==> src/gty_rx_pkg.sv <==
package gty_rx_pkg;

  ////////////////////
  // sizes

  localparam int n_lanes  = 12;                 // lanes in the transceiver quad group
  localparam int word_w   = 160;                // rx user data width per lane
  localparam int err_bit  = 29;                 // bit flipped by induce_error, pre reversal

  ////////////////////
  // rate meter

  // one second of the free running 50 MHz clock
  localparam int gate_period_default = 50_000_000;

  ////////////////////
  // types

  // one received lane word, msb first as delivered by the transceiver
  typedef logic [word_w-1:0] lane_word_t;

  // all lanes side by side, lane 0 in the low slot
  typedef lane_word_t [n_lanes-1:0] lane_bus_t;

  // per lane transceiver status, one bit per lane in each field
  typedef struct packed {
    logic [n_lanes-1:0] powergood;              // gtpowergood
    logic [n_lanes-1:0] cdr_lock;               // rxcdrlock
    logic [n_lanes-1:0] pma_reset_done;         // rxpmaresetdone
  } gt_status_t;

endpackage

==> src/slip_pulse_gen.sv <==
`timescale 1ns/1ps

module slip_pulse_gen (
  input  logic                           clk,           // rx user clock
  input  logic                           rst,           // sync, active high
  input  logic [gty_rx_pkg::n_lanes-1:0] gearbox_slip,  // slip request levels
  output logic [gty_rx_pkg::n_lanes-1:0] rxslide        // two cycle slide pulses
);

  ////////////////////
  // edge detect

  logic [gty_rx_pkg::n_lanes-1:0] slip_r;     // registered request
  logic [gty_rx_pkg::n_lanes-1:0] slip_hist;  // previous registered sample
  logic [gty_rx_pkg::n_lanes-1:0] start;      // one cycle strobe per accepted edge
  logic [gty_rx_pkg::n_lanes-1:0] start_d;    // strobe delayed by one, stretches the pulse

  // new rising edge between two registered samples
  assign start = slip_r & ~slip_hist;

  always_ff @(posedge clk) begin
    slip_r <= gearbox_slip;                   // plain input sample
    if (rst) begin
      slip_hist <= slip_r;                    // follow the input so a held level is no edge
      start_d   <= '0;
      rxslide   <= '0;
    end else begin
      slip_hist <= slip_r;
      start_d   <= start;
      rxslide   <= start | start_d;           // strobe or'ed with its delayed copy
    end
  end

  ////////////////////
  // checks

  // requests toggling faster than the pulse would merge into a longer slide
  for (genvar i = 0; i < gty_rx_pkg::n_lanes; i++) begin : g_chk
    a_slide_len : assert property (
      @(posedge clk) disable iff (rst)
      rxslide[i] && $past(rxslide[i]) |=> !rxslide[i]
    ) else $error("rxslide[%0d] held longer than 2 cycles", i);
  end

endmodule

==> config.mk <==
export PLATFORM = sky130hd
export DESIGN_NAME = slip_pulse_gen
export DESIGN_NICKNAME = d
export VERILOG_FILES = /design/src/gty_rx_pkg.sv /design/src/slip_pulse_gen.sv
export SDC_FILE = /design/constraint.sdc
export NUM_CORES = 1
export LEC_CHECK = 0
export BUFFER_PORTS_ARGS = -buffer_cell sky130_fd_sc_hd__buf_2
export CORE_MARGIN = 1.5
export CORE_UTILIZATION = 41
export CTS_BUF_LIST = sky130_fd_sc_hd__clkbuf_2
export DETAILED_ROUTE_END_ITERATION = 7
export HOLD_SLACK_MARGIN = 0.08
export PLACE_DENSITY = 0.6
export SLEW_MARGIN = 20
export SYNTH_ARGS = -nofsm -noshare
export SYNTH_HDL_FRONTEND = slang
export SYNTH_SLANG_ARGS = --single-unit
==> constraint.sdc <==
create_clock -name clk -period 1.8 [get_ports clk]
set_input_delay 0.45 -clock clk [delete_from_list [all_inputs] [get_ports clk]]
set_output_delay 0.45 -clock clk [all_outputs]
set_load 0.01 [all_outputs]
## After elaboration in Yosys (flattened, before gate mapping)

Cells that the tools add are included.

- Bits in registers: 48
- Latch bits: 0
- Memory bits (writable): 0
- Memory bits (read-only): 0
- Input bits: 14
- Output and inout port bits: 12
- Word-level logic and storage cells: 7
- Memories kept: 0

- $add $sub $neg: 0
- Multiply operators: 0
- Divide/modulo/power cells: 0
- $lt $le $gt $ge: 0
- Equal/unequal tests: 0
- Shift operators: 0
- Muxes and demuxes: 0
- Bitwise logic cells: 3
- Reductions and logical operators: 0

Operators by type and width:

| cell | count |
|---|---|
| 12-bit bitwise AND | 1 |
| 12-bit NOT | 1 |
| 12-bit OR | 1 |

## Logic depth before layout (Yosys ltp)

- Word-level depth: 3
- Gate-level depth with buffers: 2
- Mapped depth without buffers: 2

## Worst setup path after synthesis

OpenSTA, ideal clock, no wires.

- Kind: reg2out
- From: register rxslide[0] (netlist name)
- To: output port rxslide[0] (netlist name)
- Arrival: 331 ps
- Data required time: 1350 ps
- Setup slack: 1019 ps
- Stages on the path, launching flop included: 1
- Buffers on the path: 0
- Cell sequence: dfxtp_1

RTL lines:

| what | RTL line | source |
|---|---|---|
| start, declared | slip_pulse_gen.sv:7 | `output logic [gty_rx_pkg::n_lanes-1:0] rxslide` |
| start signal, assigned | slip_pulse_gen.sv:30 | `rxslide <= start \| start_d;` |

No word-level cell between the ends.

## Worst setup path after layout

- From: register rxslide[8] (netlist name)
- To: output port rxslide[8] (netlist name)

No word-level cell between the ends.

==> metrics.md <==
| Metric | Value |
|---|---|
| Ant diodes | `0` |
| Crit-path leading delay family | `flip-flops` |
| Startpoint types | `flop` |
| Status | `finished, final reports clean` |
| Hold Vio Cnt, Final | `0` |
| Skew-Pair Late Insertion Delay | `0.38 ns` |
| Vias/cell | `4.17` |
| Htree depth | `2` |
| Slowest stage cell, crit path | `dfxtp_1` |
| Die width | `57.3 um` |
| CTS tree | `done` |
| Antenna violations before repair | `0` |
| DIE AREA | `3280 um2` |
| Met3 usage | `8.39%` |
| Maximum VDD drop | `0.708 mV` |
| Post-placement cell area | `1350 um2` |
| Die Y-Extent | `57.3 um` |
| Cts bufs inserted | `5` |
| Post-synthesis sequential area ratio | `79.5%` |
| Req. time, crit path | `1.35 ns` |
| CP startpoint | `rxslide[8]$_SDFF_PP0_` |
| Most common cell after layout, fill and taps aside | `dfxtp_1` |
| # DRC | `0` |
| Cell area after layout | `1390 um2` |
| Syn. warnings | `0` |
| Worst-Margin Slew | `0.379 ns` |
| Highest Clock Rate | `763 MHz` |
| Slew margin rel. | `74.8%` |
| Most frequent cells in the layout | `dfxtp_1 (48), buf_2 (25)` |
| # port buffers | `25` |
| CTS Hold Bufs | `0` |
| Fin nets | `142` |
| Worst hold path type | `input pin to flop` |
| Synth Register Bits | `48` |
| Core region area | `2780 um2` |
| Area growth syn-to-layout | `14.9%` |
| GRT met2 Usage | `14.6%` |
| Cell variety after synth | `6` |
| Root Buffer | `clkbuf_2` |
| DR pass1 iterations | `2` |
| Iteration-0 DRC Markers | `12` |
| Critical path type | `flop to primary output` |
| Setup repair after global routing missed its margin | `no` |
| Detailed placer's ending HPWL | `944 um` |
| First-pass GRT wire length | `2.30 mm` |
| CP max FO | `1` |
| Final Skew | `0.00449 ns` |
| Overflow after GRT | `0` |
| Post-Route Setup TNS | `0 ns` |
| Mapped Area | `1210 um2` |
| Routed length per instance | `8.59 um` |
| FP Rows | `19` |
| Postcts setup bufs | `0` |
| Gp weighted congestion | `0.606` |
| Final worst setup slack | `0.489 ns` |
| Synthesized instance count | `98` |
| Worst Path Buf+Inv | `1` |
| Worst slack, placed | `0.769 ns` |
| Max Transition Viols Final | `0` |
| Max clock buf depth | `2` |
| Total clock sinks | `48` |
| Max-Cap Viols | `0` |
| Lkg Pwr | `0.000632 uW` |
| Largest net degree at the start of global routing | `25` |
| RR Startpoint | `slip_hist[5]$_DFF_P_` |
| CP peak stage delay | `0.35 ns` |
| I/O pin total | `26` |
| Min Tclk post-route | `1.31 ns` |
| Flop2flop setup slack | `1.11 ns` |
| Crit path cell chain | `buf_2` |
| Fin crit share | `72.8%` |
| PD cells | `1150 nW/um2` |
| DRT Wirelength | `1.38 mm` |
| Min-Delay Path Depth | `1` |
| Clock-pin transition on the worst setup and hold timing paths | `0.19 ns` |
| GRT busiest layer | `met2` |
| Starting density of the core | `43.5%` |
| Vias in the first global route | `600` |
| Post-cts sizing count | `0` |
| Gr usage total | `10.2%` |
| ANT nets after route | `0` |
| Final setup vio count | `0` |
| Crit path DAT | `0.86 ns` |
| Worst Hold Launch | `gearbox_slip[9]` |
| Syn_area_per_cell | `12.3 um2` |
| Via count | `667` |
| Worst reg2reg endpoint | `rxslide[5]$_SDFF_PP0_` |
| Critical Path Sink Type | `primary output` |
| Met1 usage | `10.1%` |
| Fill cell count | `283` |
| Worst reg-to-reg path cell count | `2` |
| Hold EP | `slip_r[9]$_DFF_P_` |
| Ratio of cells with drive above 1 in the final layout | `24.8%` |
| Mapped Nets | `112` |
registers in the layout (all words and copies together) (netlist names):
name / cells
rxslide: 12
slip_hist: 12
slip_r: 12
start_d: 12
worst max path at each step:
stage | slack (ns) | end | depth (start not counted)
after floorplan | 1.02 | rxslide[0] | 0
after global routing | 0.41 | rxslide[8] | 1
after CTS | 0.46 | rxslide[8] | 1
after global placement | 0.79 | rxslide[8]$_SDFF_PP0_ | 2
after detailed placement | 0.77 | start_d[0]$_SDFF_PP0_ | 2
final | 0.49 | rxslide[8] | 1
cell families (layout without fill, tap and decap cells):
logic type	Yosys count	in the layout	share of synthesized area, %
flip-flops	48	48	79.5
AO/OA/AOI/OAI	12	12	4.97
buffers and inverters	14	45	5.59
AND/OR/NAND/NOR	24	24	9.94
report_power, final:
group	internal (uW)	total, uW	switching, uW
combinational	34.5	70.7	36.2
clock	104	392	288
sequential	1120	1130	13.8
per-layer routing:
metal	up-vias	wire length (um)	share of wire, %
met2	23	656	48
met5	-	0	0
met4	0	0	0
met3	0	134	9.7
li1	353	-	-
met1	291	583	42
metrics by stage:
step | hold slack [ns] | utilization (%) | instances | power [uW]
finish | 0.144 | 49.9 | 160 | 1590
global route | 0.0849 | 49.9 | 160 | 1670
CTS | 0.116 | 49.9 | 160 | 1620
detailed placement | 0.337 | 48.5 | 152 | 1230
global placement | 0.339 | 48.5 | 152 | 1220
floorplan | 0.332 | - | 98 | 1190
cell usage after synthesis:
cell type | count | area [um2]
nor2_1 | 12 | 45.0
inv_1 | 12 | 45.0
buf_6 | 2 | 22.5
nand2b_1 | 12 | 75.1
dfxtp_1 | 48 | 961
a21oi_1 | 12 | 60.1
layout make-up:
class	count	area, um2	area share [%]
well taps	31	38.8	2.79
clock inverters	1	3.75	0.270
inverters	12	45.0	3.24
multi-input cells	36	180	13.0
flip-flops and latches	48	961	69.2
clock buffers	7	35.0	2.52
repair buffers	25	125	9.01
No activity file was read; power rests on OpenSTA's default activity.
